<file path="src/buf_pkg.sv">
package buf_pkg;

    localparam int num_ports = 4;
    localparam int page_words = 8;
    localparam int num_pages = 64;
    localparam int data_w = 16;
    localparam int max_len = 32;
    localparam int q_depth = 8;

    typedef logic [5:0] page_t;
    typedef logic [6:0] cnt_t;
    typedef logic [1:0] port_t;

    // page number in the upper bits, word within the page below
    typedef struct packed {
        page_t      page;
        logic [2:0] off;
    } word_addr_t;

endpackage

</file>
<file path="src/page_allocator.sv">
`timescale 1ns/1ps

module page_allocator (
    input  logic           clk,
    input  logic           rst_n,
    input  logic           alloc_req,
    output buf_pkg::page_t alloc_page,
    output logic           alloc_ok,
    input  logic           rel_en,
    input  buf_pkg::page_t rel_page,
    output buf_pkg::cnt_t  free_count
);

    buf_pkg::page_t fifo [buf_pkg::num_pages];
    buf_pkg::page_t rd_ptr;
    buf_pkg::page_t wr_ptr;
    logic           take;

    assign alloc_ok = free_count != '0;
    assign alloc_page = fifo[rd_ptr];
    assign take = alloc_req && alloc_ok;

    always_ff @(posedge clk) begin
        if (!rst_n) begin
            // every page starts out free
            for (int i = 0; i < buf_pkg::num_pages; i++) begin
                fifo[i] <= buf_pkg::page_t'(i);
            end
            rd_ptr <= '0;
            wr_ptr <= '0;
            free_count <= buf_pkg::cnt_t'(buf_pkg::num_pages);
        end else begin
            if (rel_en) begin
                fifo[wr_ptr] <= rel_page;
                wr_ptr <= wr_ptr + 6'd1;
            end
            if (take) begin
                rd_ptr <= rd_ptr + 6'd1;
            end
            free_count <= free_count + buf_pkg::cnt_t'(rel_en) - buf_pkg::cnt_t'(take);
        end
    end

    a_no_alloc_empty: assert property (@(posedge clk) disable iff (!rst_n)
        alloc_req |-> free_count != '0);

    a_no_rel_full: assert property (@(posedge clk) disable iff (!rst_n)
        rel_en |-> free_count != buf_pkg::cnt_t'(buf_pkg::num_pages));

endmodule

</file>
<file path="config.mk">
export PLATFORM = sky130hd
export DESIGN_NAME = page_allocator
export DESIGN_NICKNAME = d
export VERILOG_FILES = /design/src/buf_pkg.sv /design/src/page_allocator.sv
export SDC_FILE = /design/constraint.sdc
export NUM_CORES = 1
export LEC_CHECK = 0
export BUFFER_PORTS_ARGS = -buffer_cell sky130_fd_sc_hd__buf_2
export CORE_UTILIZATION = 55
export CTS_CLUSTER_DIAMETER = 120
export DETAILED_ROUTE_END_ITERATION = 8
export PLACE_DENSITY = 0.77
export SLEW_MARGIN = 5
export SYNTH_ARGS = -nofsm -noshare
export SYNTH_HDL_FRONTEND = slang
export SYNTH_SLANG_ARGS = --single-unit
</file>
<file path="constraint.sdc">
create_clock -name clk -period 6.2 [get_ports clk]
set_input_delay 0.93 -clock clk [delete_from_list [all_inputs] [get_ports clk]]
set_output_delay 0.93 -clock clk [all_outputs]
set_load 0.1 [all_outputs]
</file>
# Word level (Yosys, flattened, before mapping)
# Memory sizes are Yosys's and may differ from the RTL's. A register that Yosys moved wholly into a read port is not among the register bits.
# Index checks and enable logic that the tools add are counted.
# W data, S select, Z words.
[op_classes] addsub=4 mul=0 div=0 n_lt_le_gt_ge=0 eq_ne=0 shifts=0 muxes=9 bitwise_logic=0 reduce_logical=3
[ops] operator="$mux W6" n=4
[ops] operator="$add A6 B1 Y6 const B" n=2
[ops] operator="$add A7 B1 Y7" n=1
[ops] operator="$reduce_bool A7 Y1" n=1
[ops] operator="$sub A7 B1 Y7" n=1
[ops] operator="$reduce_or A6 Y1" n=1
[ops] operator="$mux W1" n=5
[ops] operator="$logic_and A1 B1 Y1" n=1
[totals] regBits=19 latch_bits=0 mem_bits_rw=384 romBits=0 input_bits=10 out_inout_bits=14 elab_cells=20 n_memories=1
[mem_list] memory="fifo" depth=64 width=6 rd=1 rd_ports_with_merged_regs=1 wr=64 line_no="page_allocator.sv:14" rtl="buf_pkg::page_t fifo [buf_pkg::num_pages];"

# Logic depth before layout (Yosys ltp)
# Gate-level depths: netlist (run 1).
[depth] ltp_word=5 mapped_depth=17 depth_no_buf=16

# Worst setup path before layout (run 1)
# Ideal clock, no wire load.
[synth_path] path_type="register to output" start="register with a tool-made name" end="output alloc_page[4]" arrival_ns=4.417 t_required_ns=5.270 path_slack_ns=0.853 path_stages_with_launch=7 path_buffers=3 cell_sequence="dfxtp_1 -> buf_4 -> buf_2 -> buf_2 -> or2_1 -> o22ai_1 -> o41ai_1"
[synth_lines] item="end: declaration" line_no="page_allocator.sv:7" rtl="output buf_pkg::page_t alloc_page,"

==> results of run 1 <==
==> through the flow <==
stage | area (sq um) | total power, mW | hold slack [ps] | utilization (%) | setup WS (ps)
detailed placement | 19200 | 4.20 | 532 | 57.0 | 2020
global route | 20500 | 6.85 | 575 | 61.0 | 1220
finish | 20500 | 6.67 | 544 | 61.1 | 1420
global placement | 19200 | 4.18 | 501 | 57.0 | 2090
CTS | 20500 | 6.68 | 542 | 61.0 | 1450
floorplan | 18800 | 3.99 | 485 | - | 853
==> cell usage in the layout (no fill, tap or decap), types with 14 or more instances in the layout <==
| master | netlist | layout |
|---|---|---|
| mux2i_1 | 27 | 27 |
| or2_2 | 17 | 17 |
| and2_1 | 40 | 40 |
| o21ai_0 | 59 | 59 |
| and3_1 | 38 | 38 |
| nor2_1 | 86 | 83 |
| nand3_1 | 59 | 59 |
| buf_4 | 7 | 33 |
| dfxtp_1 | 25 | 22 |
| buf_2 | 15 | 23 |
| clkbuf_16 | 0 | 45 |
| nor3_1 | 97 | 97 |
| nand2_1 | 125 | 125 |
| clkbuf_1 | 124 | 14 |
| edfxtp_1 | 384 | 384 |
| mux4_2 | 92 | 92 |
| or3_1 | 67 | 66 |
==> critical path: stages (launching register included) <==
cell,delay [ps]
dfxtp_4,940
buf_4,540
mux4_2,570
mux2i_1,160
o21ai_0,90
o21ai_0,410
o31ai_1,220
buf_2,350
==> power groups by stage <==
stage          combinational [mW]  clock (mW)  sequential (mW)
4_1_cts                     0.913        2.53             3.24
2_1_floorplan               0.656           0             3.34
3_3_place_gp                0.891           0             3.29
3_5_place_dp                0.910           0             3.29
5_1_grt                     0.965        2.63             3.25
6_report                    0.913        2.53             3.23
==> path summary, 6_finish.rpt <==
check | from | end | slack (ps)
max | flop | alloc_page[2] | 1420
min reg2reg | wr_ptr[0] | wr_ptr[0] | 540
min | wr_ptr[0] | wr_ptr[0] | 540
max reg2reg | wr_ptr[4] | fifo[58][3] | 2930
==> routing by layer <==
layer | vias up | global-route usage (%) | wire [um]
met5 | - | 0 | 0
met4 | 0 | 9.65 | 1390
met2 | 803 | 42.7 | 22300
met3 | 107 | 4.71 | 5090
li1 | 5148 | - | -
met1 | 6025 | 38.5 | 18200
==> registers in the layout, summed over array words and instances (netlist names), named ones only <==
name,flops
fifo,384
free_count,7
rd_ptr,6
wr_ptr,6
==> synthesized netlist by cell type, types with 15 or more instances <==
library cell,number,area (sq um)
nand2_1,125,469
and3_1,38,238
clkbuf_1,124,465
and2_1,40,250
nor2_1,86,323
or3_1,67,419
edfxtp_1,384,11500
buf_2,15,75.1
nor3_1,97,485
o21ai_0,59,295
dfxtp_1,25,500
or2_2,17,106
mux2i_1,27,270
mux4_2,92,2070
nand3_1,59,295
==> final cells by class <==
cell class                 count  area [sq um]
sequential                   409         12000
multi-input combinational    819          6130
fill                        2472         13100
tap                          448           561
timing repair buffer          56           363
clock inverter                16           146
antenna                        1          2.50
inverter                      16          60.1
clock buffer                  62          1220
==> kinds of logic (layout without fill, tap and decap cells) <==
| group | Yosys count | after routing | synth area share (%) |
|---|---|---|---|
| compound gates | 113 | 113 | 3.60 |
| xor+xnor | 12 | 12 | 0.558 |
| fa+ha+maj | 12 | 12 | 0.837 |
| buf+inv | 168 | 150 | 3.67 |
| flops | 409 | 409 | 63.8 |
| mux | 124 | 124 | 12.7 |
| other cells | 0 | 1 | 0 |
| simple gates | 558 | 558 | 14.8 |
==> flow_metrics.tcl, run 1 <==
set metrics [dict create \
    status "completed" \
    clkPwrFrac_pct 37.9 \
    pwr-share-seq_pct 48.5 \
    synth_ff_type "edfxtp_1" \
    io_buffer_count 23 \
    clockBufferDepth 3 \
    grt-ovfl-total 0 \
    maxSlewHeadroom_pct 12.8 \
    cp.required_ps 5270 \
    synth_cells 1396 \
    setup_tns_ps 0 \
    ys_types 49 \
    tightest_slew_ps 1300 \
    fp.dieW_um 187 \
    wirelength_um 47000 \
    synth-edff-count 384 \
    finalMaxSlewViolations 0 \
    synthArstFlopShare_pct 0 \
    setup_viol 0 \
    vdd_drop_max_uv 440 \
    crit_fanout 50 \
    insertion_delay_ps 550 \
    grt.total_usage_pct 27.2 \
    gp_congestion 0.844 \
    grt_pass1_wl_um 71900 \
    ant_nets 0 \
    cts_setup_buffers 0 \
    std_cell_rows 67 \
    switchingPower_mw 1.73 \
    whs_path_depth 2 \
    numCtsBuffers 42 \
    syn_area_per_cell_sq_um 13.5 \
    synth_warnings 0 \
    vias_per_cell 6.61 \
    ys_seq_elements 409 \
    end_kind "output pin" \
    hold_class "flop to flop" \
    drc 0 \
    first_pass_iters 5 \
    swShare_pct 26.0 \
    powerDensity_nw_per_um2 325 \
    cp-start-kind "flop" \
    ios 24 \
    hpwl_um 28000 \
    drt_iter0_drc 1625 \
    combPwrFrac_pct 13.7 \
    drive_above_1_share_pct 17.3 \
    place_inst 1748 \
    fin_crit_sh_pct 77.1 \
    p_int_mw 4.94 \
    rsz0062_at_grt "false" \
    hold_viol 0 \
    max_freq_mhz 209 \
    via_count 12100 \
    grt_pass1_vias 11900 \
    areaGrowthSynthToFinish_pct 8.91 \
    crit_arrival_ps 3850 \
    core-area_sq_um 33600 \
    wl_per_cell_um 25.7 \
    seq_area_frac_synth_pct 63.8 \
    hold_buffers 0 \
    final_cells 1827 \
    fin_crit_ps 4780 \
    drv_cap 0 \
    h-tree-depth 2 \
    initial_utilization_pct 56.1 \
    path_clk_slew_ps 60 \
    nets 1366 \
    ff2ff_path_depth 2 \
    tritoncts "done" \
    fin_skew_ps 15.2 \
    p_leak_nw 6.35 \
    grt_max_degree 70 \
    die_area_sq_um 35000 \
    clock-sinks 409 \
    cts.repair.resized 0 \
    antenna_found_initial 0 \
    synth_nets 1418 \
    path_class "flop to output pin" \
    cts_root_buf "clkbuf_16" \
    synth.cell_area_sq_um 18800 \
    die_y_um 187 \
]
No activity file was read; power rests on OpenSTA's default activity.
==> inputs of run 2 (changes only) <==
--- a/config.mk
+++ b/config.mk
@@ -5,6 +5,7 @@
 export SDC_FILE = /design/constraint.sdc
 export NUM_CORES = 1
 export LEC_CHECK = 0
+export ABC_AREA = 1
 export BUFFER_PORTS_ARGS = -buffer_cell sky130_fd_sc_hd__buf_2
 export CORE_UTILIZATION = 55
 export CTS_CLUSTER_DIAMETER = 120
==> constraint.sdc (replaced) <==
create_clock -name clk -period 4.5 [get_ports clk]
set_input_delay 0.675 -clock clk [delete_from_list [all_inputs] [get_ports clk]]
set_output_delay 0.675 -clock clk [all_outputs]
set_load 0.1 [all_outputs]
==> run 2 against run 1 <==
Against the previous run:
- first-iteration DRC count is 4.9% lower
- clock-buffer cell count shrank 9
- global-route usage rose by 0.25 points
- synthesized area increased by 1.3%
- design area is 1.5% higher
- combinational power up 83%
- flip-flop and latch count did not move
- sequential share of layout area shrank 0.88 points
- critical endpoint unchanged
==> flow_metrics.tcl, run 2 <==
set metrics [dict create \
    ys_seq_elements 409 \
    reg_top3 "fifo (384), free_count (7)" \
    hold_buffers 0 \
    top_register "fifo" \
    maxSlewHeadroom_pct 26.5 \
    drive_above_1_share_pct 7.99 \
    cts.repair.resized 0 \
    grt_pass1_vias 13700 \
    synth_area_leaders "edfxtp_1 (60%), nand2_1 (15%), nand3_1 (8.7%)" \
    gp_congestion 0.927 \
    grt.total_usage_pct 27.4 \
    seq_area_frac_synth_pct 63.1 \
    fin_crit_ps 3750 \
    nFillCells 2757 \
    hold_class "primary input to flop" \
    layout_commonest_cell "nand2_1" \
    fin_skew_ps 25.3 \
    powerDensity_nw_per_um2 459 \
    hpwl_um 29800 \
    fin_crit_sh_pct 83.3 \
    whs_ps 488 \
    nets 2066 \
    cp-start-kind "flop" \
    drc 0 \
    end_kind "output pin" \
    areaGrowthSynthToFinish_pct 9.19 \
    grt_pass1_wl_um 74400 \
    hold_viol 0 \
    wirelength_um 48600 \
    cp.required_ps 3830 \
    most-common-layout-cells "nand2_1 (765), edfxtp_1 (384), nand3_1 (330)" \
    via_count 14600 \
    path_class "flop to output pin" \
    wl_per_cell_um 19.2 \
    synth_nets 2105 \
    core-area_sq_um 33900 \
    path_clk_slew_ps 60 \
    ys_types 23 \
    setup_tns_ps 0 \
    first_pass_iters 6 \
    vdd_drop_max_uv 321 \
    p_leak_nw 7.59 \
    synth_cells 2083 \
    crit_fanout 96 \
    max_freq_mhz 267 \
    insertion_delay_ps 550 \
    syn_area_per_cell_sq_um 9.16 \
    n_antenna_cell 0 \
    synthArstFlopShare_pct 0 \
    antenna_found_initial 0 \
    status "completed" \
    holdCritStartpoint "rel_en" \
    grt-ovfl-total 0 \
    ant_nets 0 \
    place_inst 2447 \
    synth_warnings 0 \
    largest_reg_flops 384 \
    synth_top_area_share_pct 60.4 \
    clockBufferDepth 3 \
    met1_length_um 18900 \
    rsz0062_at_grt "false" \
    std_cell_rows 67 \
    io_buffer_count 23 \
    final_cells 2525 \
    numCtsBuffers 43 \
    clock-sinks 409 \
    initial_utilization_pct 56.3 \
    tritoncts "done" \
    wl_met2_um 22800 \
    tightest_slew_ps 1100 \
    die_y_um 188 \
    synth.cell_area_sq_um 19100 \
    fp.dieW_um 188 \
    synth_common_cells "nand2_1 (765), edfxtp_1 (384), nand3_1 (330)" \
    finalMaxSlewViolations 0 \
    drv_cap 0 \
    ios 24 \
    synth.most_common_cell "nand2_1" \
    highest_layer "met4" \
    cts_root_buf "clkbuf_16" \
    drt_iter0_drc 1546 \
    rrSetupSlack_ps 1660 \
    setup_viol 0 \
    min_to "wr_ptr[0]" \
    r2r_end "free_count[6]" \
    h-tree-depth 2 \
    synth_area_leader_cell "edfxtp_1" \
    die_area_sq_um 35400 \
    r2r_start "free_count[3]" \
    cts_setup_buffers 0 \
    ff2ff_path_depth 18 \
    synth_ff_type "edfxtp_1" \
    crit_arrival_ps 3070 \
    vias_per_cell 5.77 \
    grt_max_degree 139 \
    whs_path_depth 3 \
    synth-edff-count 384 \
    met3_length_um 4880 \
]
[run 2: changes by cell type after synthesis, moves of 41 or more]
cell,before,now
or3_1,67,0
o21ai_0,59,12
clkbuf_1,124,58
mux4_2,92,0
buf_2,15,56
nand2_1,125,765
nand3_1,59,330
nor3_1,97,5
nor2_1,86,272
inv_1,13,76
[run 2: logic make-up (layout without fill, tap and decap cells)]
group | Yosys count | in the layout | synth area share [%]
AO/OA/AOI/OAI | 26 | 26 | 0.682
XOR/XNOR | 1 | 1 | 0.0459
adder cells (fa/ha/maj) | 12 | 12 | 0.826
buffers and inverters | 242 | 236 | 5.14
flip-flops | 409 | 409 | 63.1
AND/OR/NAND/NOR | 1393 | 1393 | 30.2
[run 2: worst max-delay path by stage]
stage / start / endpoint / slack [ps] / cells past startpoint
4_1_cts: flop / alloc_page[2] / 790 / 9
3_3_place_gp: flop / alloc_page[5] / 1430 / 9
2_1_floorplan: free_count[2] / free_count[6] / 360 / 18
6_report: flop / alloc_page[2] / 750 / 9
3_5_place_dp: flop / alloc_page[5] / 1400 / 9
5_1_grt: flop / alloc_page[2] / 660 / 9
[run 2: layout make-up]
type                            instances  area, sq um  area share [%]
Clock buffer                           53         1160            5.55
Clock inverter                         25          255            1.23
Inverter                              116          447            2.14
Multi-Input combinational cell       1432         6070            29.1
Sequential cell                       409        12000            57.8
Tap cell                              448          561            2.69
Timing Repair Buffer                   42          308            1.48
[run 2: worst max-delay path, cell delays in order (launching register included)]
cell,delay (ps)
dfxtp_4,340
buf_4,820
nand3_1,260
nand3_1,200
nand2_1,80
nand2_1,100
nand3_1,110
nand3_1,190
nand2_1,100
buf_2,300
[run 2: where the power goes]
group | leakage [nW] | internal (mW) | switching, mW
logic | 3.41 | 0.390 | 1.28
clock network | 0.685 | 2.11 | 1.46
registers | 3.50 | 4.25 | 0.0630
total | 7.59 | 6.75 | 2.80
[run 2: through the flow]
| step | total power, mW | setup WS (ps) | util, % | cell area [sq um] |
|---|---|---|---|---|
| 2_1_floorplan | 5.62 | 363 | - | 19100 |
| 3_3_place_gp | 6.00 | 1430 | 57.4 | 19400 |
| 3_5_place_dp | 6.04 | 1400 | 57.4 | 19400 |
| 4_1_cts | 9.55 | 786 | 61.5 | 20800 |
| 5_1_grt | 9.86 | 659 | 61.5 | 20800 |
| 6_report | 9.56 | 750 | 61.5 | 20800 |
[run 2: metal layers]
layer | vias to the layer above | global-route usage (%)
li1 | 6775 | -
met1 | 6841 | 35.8
met2 | 820 | 45.1
met3 | 139 | 5.07
met4 | 0 | 11.5
met5 | - | 0
