**config.mk**
```make
export PLATFORM = sky130hd
export DESIGN_NAME = queue_manager
export DESIGN_NICKNAME = d
export VERILOG_FILES = /design/src/buf_pkg.sv /design/src/pkt_pkg.sv /design/src/queue_manager.sv
export SDC_FILE = /design/constraint.sdc
export NUM_CORES = 1
export LEC_CHECK = 0
export BUFFER_PORTS_ARGS = -buffer_cell sky130_fd_sc_hd__buf_2
export CELL_PAD_IN_SITES_DETAIL_PLACEMENT = 0
export CELL_PAD_IN_SITES_GLOBAL_PLACEMENT = 1
export CORE_MARGIN = 2
export CORE_UTILIZATION = 62
export CTS_BUF_LIST = sky130_fd_sc_hd__clkbuf_4
export DETAILED_ROUTE_END_ITERATION = 10
export MAX_ROUTING_LAYER = met4
export PLACE_DENSITY_LB_ADDON = 0.1
export SYNTH_ARGS = -nofsm -noshare
export SYNTH_HDL_FRONTEND = slang
export SYNTH_SLANG_ARGS = --single-unit
```
**constraint.sdc**
```tcl
create_clock -name clk -period 5.41 [get_ports clk]
set_input_delay 0.8115 -clock clk [delete_from_list [all_inputs] [get_ports clk]]
set_output_delay 0.8115 -clock clk [all_outputs]
set_load 0.05 [all_outputs]
```
**src/buf_pkg.sv**
```systemverilog
package buf_pkg;

    localparam int num_ports = 4;
    localparam int page_words = 8;
    localparam int num_pages = 64;
    localparam int data_w = 16;
    localparam int max_len = 32;
    localparam int q_depth = 8;

    typedef logic [5:0] page_t;
    typedef logic [6:0] cnt_t;
    typedef logic [1:0] port_t;

    // page number in the upper bits, word within the page below
    typedef struct packed {
        page_t      page;
        logic [2:0] off;
    } word_addr_t;

endpackage

```
**src/pkt_pkg.sv**
```systemverilog
package pkt_pkg;

    typedef struct packed {
        logic [1:0]     rsvd_hi;
        logic [5:0]     len;
        logic [5:0]     rsvd_lo;
        buf_pkg::port_t dest;
    } hdr_t;

    typedef struct packed {
        buf_pkg::page_t head;
        logic [5:0]     len;
    } desc_t;

    typedef struct packed {
        buf_pkg::port_t              dest;
        logic                        sop;
        logic                        eop;
        logic [buf_pkg::data_w-1:0]  data;
    } beat_t;

    typedef struct packed {
        logic                        sop;
        logic                        eop;
        logic [buf_pkg::data_w-1:0]  data;
    } in_beat_t;

    typedef enum logic [1:0] {ing_idle, ing_data, ing_commit} ing_state_e;
    typedef enum logic [1:0] {egr_idle, egr_stream, egr_drain} egr_state_e;

    typedef enum logic [1:0] {
        cfg_port_enable  = 2'd0,
        cfg_af_threshold = 2'd1
    } cfg_reg_e;

endpackage

```
**src/queue_manager.sv**
```systemverilog
`timescale 1ns/1ps

module queue_manager (
    input  logic                          clk,
    input  logic                          rst_n,
    input  logic                          q_push,
    input  buf_pkg::port_t                q_dest,
    input  pkt_pkg::desc_t                q_desc,
    output logic [buf_pkg::num_ports-1:0] q_full,
    input  logic                          q_pop,
    input  buf_pkg::port_t                q_sel,
    output pkt_pkg::desc_t                q_out,
    output logic [buf_pkg::num_ports-1:0] q_not_empty
);

    localparam int aw = $clog2(buf_pkg::q_depth);

    pkt_pkg::desc_t                           mem [buf_pkg::num_ports][buf_pkg::q_depth];
    logic [buf_pkg::num_ports-1:0][aw-1:0]    wr_ptr;
    logic [buf_pkg::num_ports-1:0][aw-1:0]    rd_ptr;
    logic [buf_pkg::num_ports-1:0][aw:0]      cnt;
    logic [buf_pkg::num_ports-1:0]            push_v;
    logic [buf_pkg::num_ports-1:0]            pop_v;

    always_comb begin
        for (int p = 0; p < buf_pkg::num_ports; p++) begin
            push_v[p] = q_push && q_dest == buf_pkg::port_t'(p);
            pop_v[p] = q_pop && q_sel == buf_pkg::port_t'(p);
            q_full[p] = cnt[p] == buf_pkg::q_depth;
            q_not_empty[p] = cnt[p] != '0;
        end
    end

    assign q_out = mem[q_sel][rd_ptr[q_sel]];

    always_ff @(posedge clk) begin
        if (q_push) begin
            mem[q_dest][wr_ptr[q_dest]] <= q_desc;
        end
    end

    always_ff @(posedge clk) begin
        if (!rst_n) begin
            wr_ptr <= '0;
            rd_ptr <= '0;
            cnt <= '0;
        end else begin
            for (int p = 0; p < buf_pkg::num_ports; p++) begin
                wr_ptr[p] <= wr_ptr[p] + aw'(push_v[p]);
                rd_ptr[p] <= rd_ptr[p] + aw'(pop_v[p]);
                cnt[p] <= cnt[p] + (aw + 1)'(push_v[p]) - (aw + 1)'(pop_v[p]);
            end
        end
    end

    a_no_push_full: assert property (@(posedge clk) disable iff (!rst_n)
        q_push |-> !q_full[q_dest]);

    a_no_pop_empty: assert property (@(posedge clk) disable iff (!rst_n)
        q_pop |-> q_not_empty[q_sel]);

endmodule

```
Yosys cells after proc, flatten, opt, wreduce, memory -nomap -nowiden
Memories as Yosys holds them, arrays and structs flattened.
Cells that the tools add are included.
{"block": "totals", "regBits": 40, "ramBits": 384, "output_inout_bits": 20, "mem_count": 1}
{"name": "mem", "depth": 4, "word_bits": 96, "rd": 1, "rd_clocked_by_memory_dff": 0, "wr": 1, "line_no": "queue_manager.sv:18", "rtl": "pkt_pkg::desc_t mem [buf_pkg::num_ports][buf_pkg::q_depth];"}
{"block": "op_classes", "add_sub_neg": 16, "order_cmp": 5, "eq_ne": 10, "muxes": 11, "bitwise": 2, "n_reduce_logical": 15}
{"cell": "96-bit two-way mux", "count": 1}
{"cell": "12-bit binary-select mux with 3-bit select", "count": 1}
{"cell": "12-bit demux with 3-bit select", "count": 1}
{"cell": "12-bit two-way mux", "count": 3}
{"cell": "3-bit by 1-bit adder with 3-bit output", "count": 8}
{"cell": "4-bit by 1-bit adder with 4-bit output", "count": 4}
{"cell": "4-bit == test (second input constant)", "count": 4}
{"cell": "4-bit nonzero test", "count": 4}
{"cell": "4-bit by 1-bit subtractor with 4-bit output", "count": 4}
{"cell": "3-bit binary-select mux with 2-bit select", "count": 2}
{"cell": "1-bit logical AND", "count": 9}
{"cell": "2-bit == test (second input constant)", "count": 4}
{"cell": "4-bit >= comparator (second input constant)", "count": 2}
{"cell": "3-bit NOT with 4-bit output", "count": 2}
{"cell": "2-bit by 3-bit less-than comparator with 1-bit output (second input constant)", "count": 2}
{"cell": "3-bit two-way mux", "count": 2}
{"cell": "2-bit by 1-bit == test with 1-bit output (second input constant)", "count": 2}
{"cell": "2-bit logical NOT", "count": 2}
{"cell": "4-bit by 1-bit less-than comparator with 1-bit output (second input constant)", "count": 1}
{"cell": "1-bit two-way mux", "count": 1}

Depth between registers and ports, before layout
Gate-level depths: netlist (run 1).
{"block": "depth", "depth_word": 8, "mapped_depth": 11}

Worst setup path after synthesis (run 1)
No wires, ideal clock.
{"block": "synth_timing", "kind": "input to output", "startpoint": "input port q_sel[1]", "endpoint": "output port q_out[10] (netlist name)", "arrival_time_ps": 3030, "required_ps": 4599, "setup_slack_ps": 1568, "stages": 5, "path_buffers": 2, "path_cell_list": "mux4_2 buf_6 clkbuf_8 mux2i_1 a221oi_1"}
{"element": "start: declaration", "line_no": "queue_manager.sv:11", "rtl": "input buf_pkg::port_t q_sel,"}
{"element": "end: declaration", "line_no": "queue_manager.sv:12", "rtl": "output pkt_pkg::desc_t q_out,"}

==> metrics.cfg, run 1 <==
[clocking]
clockRootBuffer = clkbuf_4
hold_buffers = 0
cts_setup_buffers = 0
cts_buffers = 100
cts_sinks = 424
ctsLongestPathBuffers = 3
clk_latency_ns = 0.73
cts_htree_levels = 3
cts_tree = yes
cts.clk_slew.worst_paths_ns = 0.06
ctsResizeCount = 0

[cells_and_area]
utilization_pct = 70.7
finalInstanceArea_um2 = 19100
seq_area_um2 = 12300
nNetsFinal = 1040
drive_above_1_share_pct = 30.0
multi_input_area_um2 = 4490
synthToLayoutAreaGrowth_pct = 11.4
fillers = 1694

[yosys]
synth_edf_count = 384
syn-num-nets = 910
synth.most_common_cell = edfxtp_1
yosysTopAreaCell = edfxtp_1
synth_top_area_share_pct = 67.1
ys_seq_area_share_pct = 71.7
synth_area_um2 = 17200
synth.yosys.warnings = 0
dominantRegCellSynth = edfxtp_1
syn_area_per_cell_um2 = 20.1
synth-seq-cells = 424
synthArstFlopShare_pct = 0
synth_cells = 854
synth_cell_types = 34
synth_common_cells = edfxtp_1 (384), mux4_2 (68), and2_1 (46)
ys_top_cells_by_area = edfxtp_1 (67%), mux4_2 (8.9%), mux4_1 (5.2%)

[route]
vias = 8600
top_layer_used = met4
postRouteAntennaNets = 0
wl_met2_mm = 17.4
routed_wl_mm = 35.1
route.detailed.drc = 0
dr.first_iter.drc_count = 859
dr.pass1.iters = 7
vias_per_cell = 5.96
wl_met1_mm = 14.4
dr_wl_met3_mm = 2.29
post_drt_wl_per_cell_um = 24.3

[place]
port_buffers = 39
dpl.hpwl_mm = 21.4
globalplace.congestion = 0.843
preCtsSetupSlack_ns = 0.923
dpl_cell_area_um2 = 17800

[pwr]
sw_frac_of_total_pct = 24.0
power_density_nw_per_um2 = 359
total_power_w = 0.00687
pwr-share-comb_pct = 9.4
power_leakage_nw = 6.71
internal_power_w = 0.00522
p_switching_w = 0.00165
power_frac_clock_pct = 37.6
pwr-share-seq_pct = 52.9
irDropWorstVdd_mv = 0.299

[global_routing]
grt_pass1_wl_mm = 52.7
grt_pass1_vias = 8865
grt_usage_pct = 26.1
grt_antenna_before_repair = 1
gr-total-overflow = 0
grt_max_degree = 73

[worst_setup_path]
critPathArrivalTime_ns = 3.73
cp-end-kind = primary output
critical_path_peak_fanout = 72
crit_path_start_kind = primary input
crit_type = primary input to primary output
cp_data_required_time_ns = 4.60
rr_worst_depth = 4

[timing]
final-hold-violation-count = 0
maxSlewViolCount = 0
setup_ws_ns = 0.871
fin_setup_tns_ns = 0
relSlewSlack_pct = 16.4
rsz0062_at_grt = false
finalClockSkew_ns = 0.0557
min_period_ns = 4.54
post-route-period-util_pct = 83.9
setup_viol = 0
tightest_slew_ns = 1.25
max_clock_freq_ghz = 0.220

[die]
ios = 40
rows = 60
core-area_um2 = 27100
die_area_um2 = 29100
start_util_pct = 63.4
die_x_um = 171
die_h_um = 171

[run_status]
status = completed

[min_path]
hold_depth = 2
hp-class = register to register

[job]
cap_violations = 0

## critical path, cell delays in order
cell      delay, ns
buf_4          0.37
buf_4          0.83
mux4_2         0.42
mux2_2         0.20
o22ai_1        0.08
a221oi_1       0.56
buf_2          0.38
## cells in the final DEF (no fill, tap or decap), types with 22 or more instances in the layout
master / instances
and2_1: 46
mux4_2: 68
nand2_1: 22
clkbuf_4: 151
inv_1: 22
buf_2: 37
nor2_1: 42
ha_1: 32
mux2_2: 24
buf_4: 28
mux4_1: 34
edfxtp_1: 384
dfxtp_1: 40
mux2i_1: 24
clkinv_1: 29
## power by group through the flow
stage	Sequential [W]	Combinational, W	Clock (W)
after CTS	0.00364	0.000655	0.00265
after detailed placement	0.00371	0.000653	0
final	0.00364	0.000649	0.00259
after floorplan	0.00371	0.000466	0
after global routing	0.00364	0.000696	0.00281
after global placement	0.00371	0.000630	0
## per-layer routing
metal | vias up | global-route usage (%)
li1 | 3769 | -
met1 | 4386 | 35.6
met2 | 375 | 40.2
met3 | 70 | 4.35
met4 | 0 | 10.8
met5 | - | -
## layout make-up
type                    instances  area share, %
well taps                     372           2.43
diodes                          1         0.0131
clock inverters                37           1.08
inverters                      22          0.431
clock buffers                 151           5.92
multi-input cells             368           23.4
repair buffers                 68           2.29
flip-flops and latches        424           64.4
## final timing paths
| path | start | slack [ns] | endpoint |
|---|---|---|---|
| worst max register to register | wr_ptr[0] | 2.86 | mem[3][40] |
| worst min register to register | wr_ptr[9] | 0.59 | wr_ptr[9] |
| worst max-delay path | q_sel[1] | 0.87 | q_out[3] |
| worst min-delay path | wr_ptr[9] | 0.59 | wr_ptr[9] |
## registers in the layout, indices dropped and copies added (netlist names)
| name | flops |
|---|---|
| wr_ptr | 12 |
| cnt | 16 |
| mem | 384 |
| rd_ptr | 12 |
## per-stage QoR
stage | hold WS, ns | instances
global route | 0.602 | 1443
CTS | 0.564 | 1441
global placement | 0.556 | 1253
detailed placement | 0.574 | 1253
finish | 0.585 | 1443
floorplan | 0.540 | 854
## kinds of logic after synthesis
| family | after synthesis | synth area share [%] |
|---|---|---|
| buffers and inverters | 62 | 2.17 |
| muxes | 150 | 17.1 |
| xor gates and xnor gates | 23 | 1.17 |
| and+or+nand+nor | 127 | 3.71 |
| AOI/OAI and AO/OA | 32 | 1.34 |
| adders and majority gates | 36 | 2.79 |
| DFF | 424 | 71.7 |
Power figures use the tool's default switching activity.
==> run 2: changes to the inputs <==
Settings changed: CORE_UTILIZATION 62 to 52.
Clock period 5.41 ns to 3.7 ns, I/O delays scaled along.
==> run 2 against run 1 <==
Flip-flop and latch count unchanged. Critical path depth decreased by 1. Utilization decreased by 11 points. First-iteration DRC count decreased by 29%. Clock skew decreased by 0.0079 ns. Non-clock buffer count increased by 13. Combinational power increased by 46%. Critical path type is now register to primary output. Critical endpoint unchanged.
==> metrics.cfg, run 2 (synthesis gave the netlist of run 1 again) <==
[timing]
maxSlewViolCount = 0  ; unchanged
min_period_ns = 3.60
fin_setup_tns_ns = 0  ; unchanged
final-hold-violation-count = 0  ; unchanged
relSlewSlack_pct = 38.2  ; was 16.4%
max_clock_freq_ghz = 0.278
holdWs_ns = 0.354  ; was 0.585 ns
tightest_slew_ns = 0.923  ; was 1.25 ns
setup_viol = 0  ; unchanged
post-route-period-util_pct = 97.3
finalClockSkew_ns = 0.0477  ; was 0.0557 ns

[job]
cap_violations = 0  ; unchanged

[clocking]
hold_buffers = 0  ; unchanged
cts_setup_buffers = 0  ; unchanged
cts_htree_levels = 3  ; unchanged
clk_latency_ns = 0.75  ; was 0.73 ns
cts_tree = yes  ; unchanged
cts_sinks = 424  ; unchanged
cts.clk_slew.worst_paths_ns = 0.06  ; about the same
ctsResizeCount = 2  ; was 0
ctsLongestPathBuffers = 3  ; unchanged
clockRootBuffer = clkbuf_4  ; unchanged
cts_buffers = 106  ; was 100

[die]
core-area_um2 = 32500  ; was 27100 µm²
ios = 40  ; unchanged
die_h_um = 186  ; was 171 µm
rows = 66  ; was 60
die_x_um = 186  ; was 171 µm
die_area_um2 = 34500  ; was 29100 µm²
start_util_pct = 52.8  ; was 63.4%

[pwr]
power_leakage_nw = 6.80  ; was 6.71 nW
total_power_w = 0.0100  ; was 0.00687 W
power_density_nw_per_um2 = 518  ; was 359 nW/µm²
irDropWorstVdd_mv = 0.350  ; was 0.299 mV

[worst_setup_path]
critPathLaunch = rd_ptr[0]  ; was q_sel[1]
critical_path_peak_fanout = 48  ; was 72
crit_type = register to primary output  ; was primary input to primary output
cp_data_required_time_ns = 3.14  ; was 4.60 ns
critPathArrivalTime_ns = 3.05  ; was 3.73 ns
crit_path_start_kind = register  ; was primary input
cp-end-kind = primary output  ; unchanged
reg2reg_from = wr_ptr[9]  ; was wr_ptr[0]
ff2ff_setup_slack_ns = 1.53  ; was 2.86 ns

[cells_and_area]
nNetsFinal = 1059  ; was 1040
drive_above_1_share_pct = 31.3  ; was 30.0%
fillers = 2484  ; was 1694
mostFrequentLayoutCell = edfxtp_1  ; unchanged
largest_reg_flops = 384  ; unchanged
synthToLayoutAreaGrowth_pct = 12.8  ; was 11.4%
final_cell_mix = edfxtp_1 (384), clkbuf_4 (157), mux4_2 (68)  ; was edfxtp_1 (384), clkbuf_4 (151), mux4_2 (68)

[global_routing]
met3_usage_pct = 4.28  ; was 4.35%
grt_pass1_vias = 8993  ; was 8865
met2_usage_pct = 32.9  ; was 40.2%
gr-total-overflow = 0  ; unchanged
grt_pass1_wl_mm = 53.6  ; was 52.7 mm
top_usage_layer = met2  ; unchanged
grt_max_degree = 52  ; was 73
grt_antenna_before_repair = 2  ; was 1
grt_usage_pct = 22.2  ; was 26.1%
use_met1_pct = 31.2  ; was 35.6%

[route]
vias_per_cell = 5.61  ; was 5.96
routed_wl_mm = 35.6  ; was 35.1 mm
route.detailed.drc = 0  ; unchanged
post_drt_wl_per_cell_um = 23.2  ; was 24.3 µm
postRouteAntennaNets = 0  ; unchanged
dr.pass1.iters = 7  ; unchanged
dr.first_iter.drc_count = 608  ; was 859
vias = 8587  ; was 8600

[place]
port_buffers = 39  ; unchanged
globalplace.congestion = 0.788  ; was 0.843
dpl.hpwl_mm = 21.2  ; was 21.4 mm

[run_status]
status = completed  ; unchanged

[min_path]
hp-start = rst_n  ; was wr_ptr[9]
hp-class = primary input to register  ; was register to register

==> run 2: cell types whose count changed in the layout (fill, tap and decap cells not counted), moves of 2 or more <==
| cell | previous run | this run |
|---|---|---|
| clkinv_1 | 29 | 32 |
| clkbuf_4 | 151 | 157 |
| buf_4 | 28 | 39 |
| a221oi_1 | 12 | 10 |
| buf_12 | 1 | 4 |
| a221oi_2 | 0 | 2 |
==> run 2: worst paths after layout <==
kind	cells past startpoint	to
max	6	q_out[3]
min	2	cnt[5]
max reg2reg	5	mem[2][66]
min reg2reg	2	wr_ptr[6]
==> run 2: per-layer routing <==
layer  vias up  part of all wire [%]
li1       3821                     -
met1      4438                    44
met2       275                    48
met3        53                   5.7
met4         0                   2.3
met5         -                     0
==> run 2: power breakdown <==
part	leakage [nW]	internal, W	total (W)	switching [W]
clock	0.790	0.00200	0.00378	0.00178
combinational	2.22	0.000340	0.000945	0.000605
sequential	3.79	0.00529	0.00532	0.0000328
total	6.80	0.00763	0.0100	0.00242
==> run 2: worst max-delay path, cell delays in order (launching register included) <==
cell and delay (ns):
dfxtp_1 0.33, mux4_2 0.49, buf_12 0.24, mux2_2 0.28, o22ai_1 0.14, a221oi_1 0.42, buf_2 0.35
==> run 2: area by class of cell <==
cell class | count | area [µm²] | area share (%)
diodes | 2 | 5.00 | 0.0258
repair buffers | 81 | 572 | 2.95
inverters | 22 | 82.6 | 0.426
multi-input cells | 368 | 4500 | 23.2
clock buffers | 156 | 1170 | 6.04
well taps | 442 | 553 | 2.85
clock inverters | 37 | 175 | 0.903
flip-flops and latches | 424 | 12300 | 63.6
==> run 2: through the flow <==
step | util [%] | setup WS, ns | area (µm²) | std cells
2_1_floorplan | - | 0.371 | 17200 | 854
3_3_place_gp | 55.4 | 0.122 | 18000 | 1337
3_5_place_dp | 55.4 | 0.122 | 18000 | 1337
4_1_cts | 59.5 | 0.0126 | 19400 | 1530
5_1_grt | 59.6 | -0.0377 | 19400 | 1532
6_report | 59.6 | 0.0996 | 19400 | 1532
