**src/buf_pkg.sv**
```systemverilog
package buf_pkg;

    localparam int num_ports = 4;
    localparam int page_words = 8;
    localparam int num_pages = 64;
    localparam int data_w = 16;
    localparam int max_len = 32;
    localparam int q_depth = 8;

    typedef logic [5:0] page_t;
    typedef logic [6:0] cnt_t;
    typedef logic [1:0] port_t;

    // page number in the upper bits, word within the page below
    typedef struct packed {
        page_t      page;
        logic [2:0] off;
    } word_addr_t;

endpackage

```
**src/pkt_pkg.sv**
```systemverilog
package pkt_pkg;

    typedef struct packed {
        logic [1:0]     rsvd_hi;
        logic [5:0]     len;
        logic [5:0]     rsvd_lo;
        buf_pkg::port_t dest;
    } hdr_t;

    typedef struct packed {
        buf_pkg::page_t head;
        logic [5:0]     len;
    } desc_t;

    typedef struct packed {
        buf_pkg::port_t              dest;
        logic                        sop;
        logic                        eop;
        logic [buf_pkg::data_w-1:0]  data;
    } beat_t;

    typedef struct packed {
        logic                        sop;
        logic                        eop;
        logic [buf_pkg::data_w-1:0]  data;
    } in_beat_t;

    typedef enum logic [1:0] {ing_idle, ing_data, ing_commit} ing_state_e;
    typedef enum logic [1:0] {egr_idle, egr_stream, egr_drain} egr_state_e;

    typedef enum logic [1:0] {
        cfg_port_enable  = 2'd0,
        cfg_af_threshold = 2'd1
    } cfg_reg_e;

endpackage

```
**src/egress_reader.sv**
```systemverilog
`timescale 1ns/1ps

module egress_reader (
    input  logic                          clk,
    input  logic                          rst_n,
    input  logic [buf_pkg::num_ports-1:0] q_not_empty,
    input  logic [buf_pkg::num_ports-1:0] port_enable,
    output logic                          q_pop,
    output buf_pkg::port_t                q_sel,
    input  pkt_pkg::desc_t                q_out,
    output logic                          rd_en,
    output buf_pkg::word_addr_t           rd_addr,
    input  logic [buf_pkg::data_w-1:0]    rd_data,
    input  buf_pkg::page_t                next_page,
    output logic                          rel_en,
    output buf_pkg::page_t                rel_page,
    output logic                          out_valid,
    output pkt_pkg::beat_t                out_beat,
    input  logic                          out_ready
);

    pkt_pkg::egr_state_e           state;
    logic [buf_pkg::num_ports-1:0] eligible;
    buf_pkg::port_t                last_port;
    buf_pkg::port_t                pick;
    buf_pkg::port_t                dest;
    buf_pkg::page_t                page;
    logic [5:0]                    len;
    logic [5:0]                    idx;
    logic                          found;
    logic                          go;
    logic                          hop;
    logic                          last;
    logic                          capture;
    logic                          pend;
    logic                          pend_sop;
    logic                          pend_eop;

    assign eligible = q_not_empty & port_enable;

    // round robin, starting one past the last port served
    always_comb begin
        buf_pkg::port_t cand;
        pick = last_port;
        found = 1'b0;
        for (int i = 1; i <= buf_pkg::num_ports; i++) begin
            cand = last_port + buf_pkg::port_t'(i);
            if (!found && eligible[cand]) begin
                pick = cand;
                found = 1'b1;
            end
        end
    end

    assign q_pop = state == pkt_pkg::egr_idle && found;
    assign q_sel = pick;

    // pend marks a word waiting in rd_data for the output register
    assign go = !out_valid || out_ready;
    assign capture = pend && go;
    assign hop = idx[2:0] == 3'd0 && idx != 6'd0;
    assign last = idx == len - 6'd1;
    assign rd_en = state == pkt_pkg::egr_stream && go;
    assign rd_addr = '{page: hop ? next_page : page, off: idx[2:0]};
    assign rel_en = rd_en && (idx[2:0] == 3'd7 || last);
    assign rel_page = rd_addr.page;

    always_ff @(posedge clk) begin
        if (!rst_n) begin
            state <= pkt_pkg::egr_idle;
            last_port <= '1;
            pend <= 1'b0;
            out_valid <= 1'b0;
        end else begin
            if (rd_en) begin
                pend <= 1'b1;
            end else if (capture) begin
                pend <= 1'b0;
            end
            if (go) begin
                out_valid <= capture;
            end
            case (state)
                pkt_pkg::egr_idle: begin
                    if (found) begin
                        state <= pkt_pkg::egr_stream;
                        last_port <= pick;
                    end
                end
                pkt_pkg::egr_stream: if (rd_en && last) state <= pkt_pkg::egr_drain;
                default:             if (capture) state <= pkt_pkg::egr_idle;
            endcase
        end
    end

    always_ff @(posedge clk) begin
        if (q_pop) begin
            dest <= pick;
            page <= q_out.head;
            len <= q_out.len;
            idx <= '0;
        end
        if (rd_en) begin
            page <= rd_addr.page;
            idx <= idx + 6'd1;
            pend_sop <= idx == 6'd0;
            pend_eop <= last;
        end
        if (capture) begin
            out_beat <= '{dest: dest, sop: pend_sop, eop: pend_eop, data: rd_data};
        end
    end

    a_hold_stall: assert property (@(posedge clk) disable iff (!rst_n)
        out_valid && !out_ready |=> out_valid && $stable(out_beat));

endmodule

```
**config.mk**
```make
export PLATFORM = sky130hd
export DESIGN_NAME = egress_reader
export DESIGN_NICKNAME = d
export VERILOG_FILES = /design/src/buf_pkg.sv /design/src/pkt_pkg.sv /design/src/egress_reader.sv
export SDC_FILE = /design/constraint.sdc
export NUM_CORES = 1
export LEC_CHECK = 0
export BUFFER_PORTS_ARGS = -buffer_cell sky130_fd_sc_hd__buf_2
export CAP_MARGIN = 0
export CORE_MARGIN = 8
export CORE_UTILIZATION = 43
export DETAILED_ROUTE_END_ITERATION = 10
export GPL_TIMING_DRIVEN = 1
export PLACE_DENSITY = 0.73
export SYNTH_ARGS = -nofsm -noshare
export SYNTH_HDL_FRONTEND = slang
export SYNTH_SLANG_ARGS = --single-unit
```
**constraint.sdc**
```tcl
create_clock -name clk -period 2.3 [get_ports clk]
set_input_delay 0.23 -clock clk [delete_from_list [all_inputs] [get_ports clk]]
set_output_delay 0.23 -clock clk [all_outputs]
set_load 0.02 [all_outputs]
```
After elaboration in Yosys (flattened, before gate mapping)
Cells that the tools add are included.
- register bits after elaboration: 48
- bits of input ports: 45
- output and inout bits: 41
- logic and storage cells: 80
- add/subtract/negate cells: 5
- magnitude comparators: 4
- equal/unequal tests: 5
- muxes and demuxes: 27
- bitwise gates (word level): 1
- reductions and logical operators: 24
- operators by type and width (cell ; number):
    $mux 6 ; 5
    $mux 2 ; 7
    $lt 2x3->1 const B ; 4
    $mux 1 ; 10
    $logic_and 1x1->1 ; 9
    $bmux 1 s2 ; 4
    $add 6x1->6 const B ; 1
    $eq 6x6->1 ; 1
    $logic_not 6->1 ; 1
    $reduce_bool 6->1 ; 1
    $sub 6x1->6 const B ; 1
    $add 2x2->2 const B ; 2
    $and 4x4->4 ; 1
    $logic_not 1->1 ; 4
    $pmux 2 s2 ; 1
    $reduce_bool 2->1 ; 2
    $eq 3x3->1 const B ; 1
    $logic_not 3->1 ; 1
    $reduce_and 3->1 ; 1
    $reduce_bool 3->1 ; 1
    $add 2x1->2 const B ; 1
    $eq 2x1->1 const B ; 1
    $logic_not 2->1 ; 1
    $logic_or 1x1->1 ; 2
    3 further kinds ; 3

Longest topological paths before layout
Gate-level depths: netlist of run 1.
- depth in word-level cells: 16
- mapped depth: 6
- depth with buffers taken out: 6

Worst setup path before layout of run 1
OpenSTA, ideal clock, no wires.
- kind: input port to flip-flop
- from: input q_not_empty[3] (netlist bit)
- to: register idx[0] (enable)
- setup time: 0.359 ns
- arrival time: 2.376 ns
- data required time: 1.941 ns
- setup slack: -0.435 ns
- stages on the path: 3
- path buffers: 0
- path through: nand2_1 > a311oi_1 > nand2b_1
- longest elaborated chain between the ends: 15
- elaborated cells on any way between the ends: 21
- classes of those cells: mux (12); bitwise (1); reduce/logical (8)
- ends and longest elaborated chain (item ; line ; source):
    start, declared ; egress_reader.sv:6 ; input logic [buf_pkg::num_ports-1:0] q_not_empty,
    $and 4x4->4 (*) ; egress_reader.sv:39 ; assign eligible = q_not_empty & port_enable;
    $bmux 1 s2 ; egress_reader.sv:48 ; if (!found && eligible[cand]) begin
    $mux 1 (not written as such) ; egress_reader.sv:48 ;
    $mux 1 ; egress_reader.sv:48 ;
    $logic_not 1->1 ; egress_reader.sv:48 ;
    $logic_and 1x1->1 ; egress_reader.sv:48 ;
    $mux 1 ; egress_reader.sv:48 ;
    $logic_not 1->1 ; egress_reader.sv:48 ;
    $logic_and 1x1->1 ; egress_reader.sv:48 ;
    $mux 1 ; egress_reader.sv:48 ;
    $logic_not 1->1 ; egress_reader.sv:48 ;
    $logic_and 1x1->1 ; egress_reader.sv:48 ;
    $mux 1 (*) ; egress_reader.sv:48 ;
    $logic_and 1x1->1 (*) ; egress_reader.sv:55 ; assign q_pop = state == pkt_pkg::egr_idle && found;
    named net q_pop ; egress_reader.sv:8 ; output logic q_pop,
    $reduce_bool 2->1 (no line) (*) ; - ;
    end signal, assigned ; egress_reader.sv:105 ; idx <= idx + 6'd1;
    end, declared ; egress_reader.sv:29 ; logic [5:0] idx;
The timed path passes the listed nets; every way through them passes the cells marked *. The select of a mux whose other input is x is not followed.
A chain may end at the register's enable or synchronous reset.

Worst setup path after layout of run 1
- from: register len[0]
- to: output rel_en
- longest elaborated chain between the ends: 4
- ends and longest elaborated chain (item ; line ; source):
    start, declared ; egress_reader.sv:28 ; logic [5:0] len;
    start signal, assigned ; egress_reader.sv:100 ; len <= q_out.len;
    $sub 6x1->6 ; egress_reader.sv:62 ; assign last = idx == len - 6'd1;
    $eq 6x6->1 ; egress_reader.sv:62 ;
    $logic_or 1x1->1 ; egress_reader.sv:65 ; assign rel_en = rd_en && (idx[2:0] == 3'd7 || last);
    $logic_and 1x1->1 ; egress_reader.sv:65 ;
    end, declared ; egress_reader.sv:15 ; output logic rel_en,
Every way passes these cells.

==> out/summary.txt, run 1 <==
status - finished, violations left
failing checks - negative setup slack
drt via density - 4.82
Die Span Y - 87.1 um
highest clock rate - 431 MHz
syn nets - 205
Ys Warns - 0
layout cells sized above 1 - 48.8%
Crit. End Element - output port
TritonCTS Buffers - 5
DRC Markers - 0
Max-slew headroom - 69.2%
TritonCTS clock tree - built
GRT Resource Usage Total - 12.9%
largest stage delay on the critical path - 0.48 ns
clock sinks - 48
reg2reg start - len[0]
worst reg2reg path depth - 5
peak supply drop - 0.503 mV
fin worst setup slack - -0.0184 ns
Avg Cell Area, Syn - 13.9 sq um
Die X - 87.1 um
Period Utilization, post-route - 101%
end-of-flow core utilization - 56.6%
Post-synth EDFFs - 42
Hold Path Origin - rd_data[7]
#FFs+latches synth - 48
CP Class - reg -> out
core area - 4980 sq um
vias in the first global route - 1620
post-synthesis sequential area ratio - 63.6%
worst-path maximum fanout - 2
total congestion overflow - 0
largest net degree at the start of global routing - 22
cell count after synthesis - 156
WL final - 4780 um
Hold Path Sink - out_beat[7]
Setup TNS Final - -0.0184 ns
most area-hungry cell type in the Yosys netlist - edfxtp_1
largest cells by area after synthesis - edfxtp_1 58%, mux2_2 6.2%, dfxtp_1 5.5%
Buf+Inv Stages, Crit Path - 1
initial core utilization - 43.7%
final setup vio count - 1
hpwl dp - 3710 um
Port Buffer Count - 85
Root Buffer - clkbuf_8
clock transition at the registers of the reported paths - 0.08 ns
synth-to-layout area growth - 29.5%
maximum clock path buffer count - 2
nets@finish - 298
Clock Skew - 0.00701 ns
ant diodes - 0
Hold Path Cell Cnt - 1
worst reg-to-reg setup slack - 0.40 ns
CP Launch Type - register
ordered cell list for the critical path - or3_4 -> or4_4 -> and2_4 -> o31ai_4 -> buf_6
drt first-iter violations - 88
RSZ-0062 raised after global routing - yes
Top delay family on crit path - simple AND/OR/NAND/NOR gates
Max Cap Viol - 0
fin crit period - 2.32 ns
initial antenna violation count - 0
routability cong. - 0.767
worst skew pair latency - 0.30 ns
Arrival @ worst endpoint - 2.09 ns
Cell variety after synth - 38
hold slack - 0.101 ns
Site Rows - 26
most used flip-flop cell after synthesis - edfxtp_1
top-area cell type share of the netlist area - 58.0%
Max Slew Vio Count - 0
final hold vios - 0
DR WL/cell - 14.9 um
post-route ant nets - 0
Initial DRT Pass Iterations - 4
cell leakage power - 1.17 nW
Critical-path top delay cell - or4_4
cell area after synthesis - 2170 sq um
die area - 7590 sq um
Async SR Flop Fraction - 0%
# IOs - 86
slew of the pin with the lowest slew margin - 0.461 ns
P per Cell Area - 1300 nW/um^2
# H-tree levels - 2
FF-to-FF End - state[1]
vias post-DR - 1543
Hold Buf Count CTS - 0
WP data required - 2.07 ns
first-pass GRT wire length - 7540 um
type of the most critical hold path - in -> reg
## cell type report
type / instances / area [sq um]
Tap cell: 70 / 87.6
Timing Repair Buffer: 96 / 514
Multi-Input combinational cell: 90 / 718
Clock inverter: 2 / 11.3
Clock buffer: 6 / 72.6
Inverter: 8 / 30.0
Sequential cell: 48 / 1380
Fill cell: 434 / 2160
## state kept, by name, summed over array words and instances (netlist names)
signal	flops
out_valid	1
idx	6
page	6
len	6
dest	2
out_beat	20
state	2
pend_sop	1
last_port	2
pend_eop	1
pend	1
## logic make-up (layout without fill, tap and decap cells)
logic type | after synthesis | in the layout | share of synthesized area (%)
AO/OA/AOI/OAI | 23 | 23 | 8.35
XOR/XNOR | 12 | 12 | 4.84
adder cells (fa/ha/maj) | 4 | 4 | 2.30
buffers and inverters | 18 | 112 | 4.66
flip-flops | 48 | 48 | 63.6
multiplexers | 12 | 12 | 6.22
AND/OR/NAND/NOR | 39 | 39 | 10.1
## worst register-to-register path, delay by kind of cell, from the launching register on
| family | cells | cell delay (ns) |
|---|---|---|
| compound gates | 1 | 0.23 |
| simple gates | 3 | 1.06 |
| buf+inv | 1 | 0.13 |
| flops | 1 | 0.39 |
## metal layers
metal	global-route usage (%)	wire length [um]
met1	13.4	1860
met2	23.7	2580
met3	4.72	280
met4	3.75	48
met5	0	0
## repair_timing
item	4_1_cts	5_1_grt
setup buffers	5	0
gates resized for setup	4	1
pin swaps	2	3
setup endpoints to repair	1	1
## how the worst max path moves through the flow
stage,cells past startpoint,slack (ns),from,endpoint
after floorplan,4,0.08,len[0],rel_en
after CTS,5,-0.03,len[0],rel_en
after global placement,5,0.15,len[0],rel_en
after global routing,8,-0.1,len[0],rel_en
after detailed placement,5,0.12,len[0],rel_en
final,5,-0.02,len[0],rel_en
## metrics by stage
step           instance area [sq um]  worst slack (ns)  power, mW  std cells
2_1_floorplan                   2180            0.0771       2.73        156
3_3_place_gp                    2670             0.146       3.12        307
3_5_place_dp                    2670             0.122       3.17        307
4_1_cts                         2810           -0.0254       3.71        320
5_1_grt                         2820           -0.0953       3.91        320
6_report                        2820           -0.0184       3.67        320
## synthesized netlist by cell type, drive strengths merged (2+ instances only)
| master | instances |
|---|---|
| nand2b | 3 |
| dfxtp | 6 |
| and2 | 4 |
| nor2 | 8 |
| nor2b | 2 |
| mux2 | 12 |
| nand3b | 2 |
| a21oi | 2 |
| xor2 | 4 |
| nand3 | 5 |
| nor3b | 2 |
| ha | 4 |
| edfxtp | 42 |
| a21boi | 2 |
| a32oi | 2 |
| o31ai | 3 |
| inv | 8 |
| a22oi | 3 |
| buf | 9 |
| a21o | 2 |
| xnor2 | 8 |
| a41oi | 2 |
| nand2 | 7 |
## layout by cell type, fill, tap and decap left out, types with 2 or more instances in the layout
| cell type | count |
|---|---|
| buf_2 | 84 |
| edfxtp_1 | 42 |
| mux2_2 | 12 |
| buf_4 | 11 |
| inv_1 | 8 |
| xnor2_1 | 8 |
| nand2_1 | 7 |
| nor2_1 | 7 |
| dfxtp_1 | 6 |
| nand3_1 | 5 |
| clkbuf_8 | 5 |
| xor2_1 | 4 |
| ha_1 | 4 |
| a22oi_1 | 3 |
| nand2b_1 | 3 |
| and2_1 | 3 |
| a32oi_1 | 2 |
| a21o_1 | 2 |
| a21oi_1 | 2 |
| nand3b_1 | 2 |
| nor2b_1 | 2 |
| o31ai_1 | 2 |
| a21boi_0 | 2 |
| a41oi_1 | 2 |
## where the power goes
part	switching (mW)	internal (mW)	total (mW)
Sequential	0.146	1.33	1.48
Clock	0.264	0.211	0.475
Combinational	1.02	0.698	1.72
Note: power is estimated with default switching activity, not from simulation.
==> inputs of run 2 (changes only) <==
- PLACE_DENSITY: 0.73 -> not set
- PLACE_DENSITY_LB_ADDON: not set -> 0.25
==> run 2 against run 1 <==
Compared with the run above: the run still ends with negative setup slack left; setup slack got worse by 0.072 ns; total power increased by 2.4%; global-route usage down 0.99 points; hold slack worse by 0.0028 ns; critical path depth is the same; sequential cell count unchanged; first-iteration DRC count shrank 42%; largest cell class unchanged.
==> out/summary.txt, run 2 (synthesis results as in run 1) <==
status - finished, violations left
failing checks - negative setup slack
WL final - 4480 um
CP Class - reg -> out
layout cells sized above 1 - 48.6%
core area - 4980 sq um
Site Rows - 26
clock sinks - 48
final hold vios - 0
WP data required - 2.07 ns
worst skew pair latency - 0.30 ns
Hold Buf Count CTS - 0
highest clock rate - 418 MHz
ordered cell list for the critical path - or3_4 -> or4_4 -> and2_4 -> o31ai_4 -> buf_6
vias in the first global route - 1601
die area - 7590 sq um
# IOs - 86
P per Cell Area - 1330 nW/um^2
vias post-DR - 1513
Levels on crit path - 5
Die Span Y - 87.1 um
post-route ant nets - 0
RSZ-0062 raised after global routing - yes
slew of the pin with the lowest slew margin - 0.588 ns
first-pass GRT wire length - 7130 um
# H-tree levels - 2
drt first-iter violations - 51
end-of-flow core utilization - 56.6%
Root Buffer - clkbuf_8
number of flip-flops in the largest register - 20
drt via density - 4.77
reg2reg start - idx[1]
Hold Path Cell Cnt - 1
Setup TNS Final - -0.0900 ns
Arrival @ worst endpoint - 2.16 ns
Hold Path Origin - q_out[3]
GRT Resource Usage Total - 12.0%
most frequent cells in the layout - 84 x buf_2, 42 x edfxtp_1, 12 x mux2_2
Flop pwr share - 39.2%
Die X - 87.1 um
fin worst setup slack - -0.0900 ns
peak supply drop - 0.665 mV
Initial DRT Pass Iterations - 4
clock transition at the registers of the reported paths - 0.09 ns
Crit. End Element - output port
Top delay family on crit path - simple AND/OR/NAND/NOR gates
routability cong. - 0.847
switching share of power - 38.1%
largest stage delay on the critical path - 0.49 ns
Period Utilization, post-route - 104%
DR WL/cell - 14.1 um
DRC Markers - 0
TritonCTS Buffers - 5
clock share of power - 16.5%
hpwl dp - 3500 um
fin crit period - 2.39 ns
TritonCTS clock tree - built
cell leakage power - 1.17 nW
ant diodes - 0
Max-slew headroom - 60.8%
largest net degree at the start of global routing - 17
initial antenna violation count - 0
total congestion overflow - 0
Clock Skew - 0.00563 ns
Biggest register - out_beat
type of the most critical hold path - in -> reg
Buf+Inv Stages, Crit Path - 1
Port Buffer Count - 85
Comb pwr share - 44.3%
most common cell after layout, fill and taps aside - buf_2
maximum clock path buffer count - 2
worst reg2reg path depth - 7
CP Launch Type - register
initial core utilization - 43.7%
Setup crit start - len[0]
internal power - 2.33 mW
Critical-path top delay cell - or4_4
final setup vio count - 1
Max Slew Vio Count - 0
synth-to-layout area growth - 29.7%
nets@finish - 295
Sw Pwr - 1.43 mW
worst-path maximum fanout - 3
Max Cap Viol - 0
## run 2: per-stage QoR
stage | power, mW | std cells | area (sq um) | setup WS [ns] | hold slack (ns)
after floorplan | 2.73 | 156 | 2180 | 0.0771 | 0.329
after global placement | 3.12 | 307 | 2670 | 0.147 | 0.401
after detailed placement | 3.16 | 307 | 2670 | 0.151 | 0.405
after CTS | 3.81 | 316 | 2810 | -0.0864 | 0.0868
after global routing | 4.02 | 317 | 2820 | -0.169 | 0.0747
final | 3.76 | 317 | 2820 | -0.0900 | 0.0983
## run 2: path summary, 6_finish.rpt
path                            slack, ns      endpoint
worst max-delay path                -0.09        rel_en
worst min register to register       0.42  out_beat[17]
worst max register to register       0.39       page[2]
worst min-delay path                  0.1        len[3]
## run 2: power groups by stage
stage / Combinational [mW] / Clock (mW) / Sequential (mW)
4_1_cts: 1.70 / 0.641 / 1.47
2_1_floorplan: 1.16 / 0 / 1.57
5_1_grt: 1.83 / 0.677 / 1.51
3_5_place_dp: 1.66 / 0 / 1.50
6_report: 1.67 / 0.620 / 1.47
3_3_place_gp: 1.64 / 0 / 1.49
## run 2: cell type report
type	instances	area, sq um
fillers	428	2160
flip-flops and latches	48	1380
multi-input cells	90	713
repair buffers	93	492
well taps	70	87.6
clock buffers	5	68.8
clock inverters	3	46.3
inverters	8	30.0
## run 2: worst register-to-register path, cell delays in order, from the launching register on
cell,delay [ns]
edfxtp_1,0.47
inv_1,0.09
ha_1,0.15
nand2b_1,0.08
nor2_1,0.12
buf_4,0.16
mux2_2,0.36
mux2_2,0.26
## run 2: metal layers
| metal | global-route usage, % | wire length, um | vias up |
|---|---|---|---|
| li1 | - | - | 750 |
| met5 | 0 | 0 | - |
| met1 | 12.9 | 1850 | 700 |
| met4 | 3.91 | 51 | 0 |
| met2 | 20.7 | 2160 | 58 |
| met3 | 4.91 | 422 | 5 |
## run 2: timing repair
action / CTS / global route
setup buffers: 1 / 1
pin swaps: 0 / 1
setup endpoints to repair: 1 / 1
gates resized for setup: 4 / 0
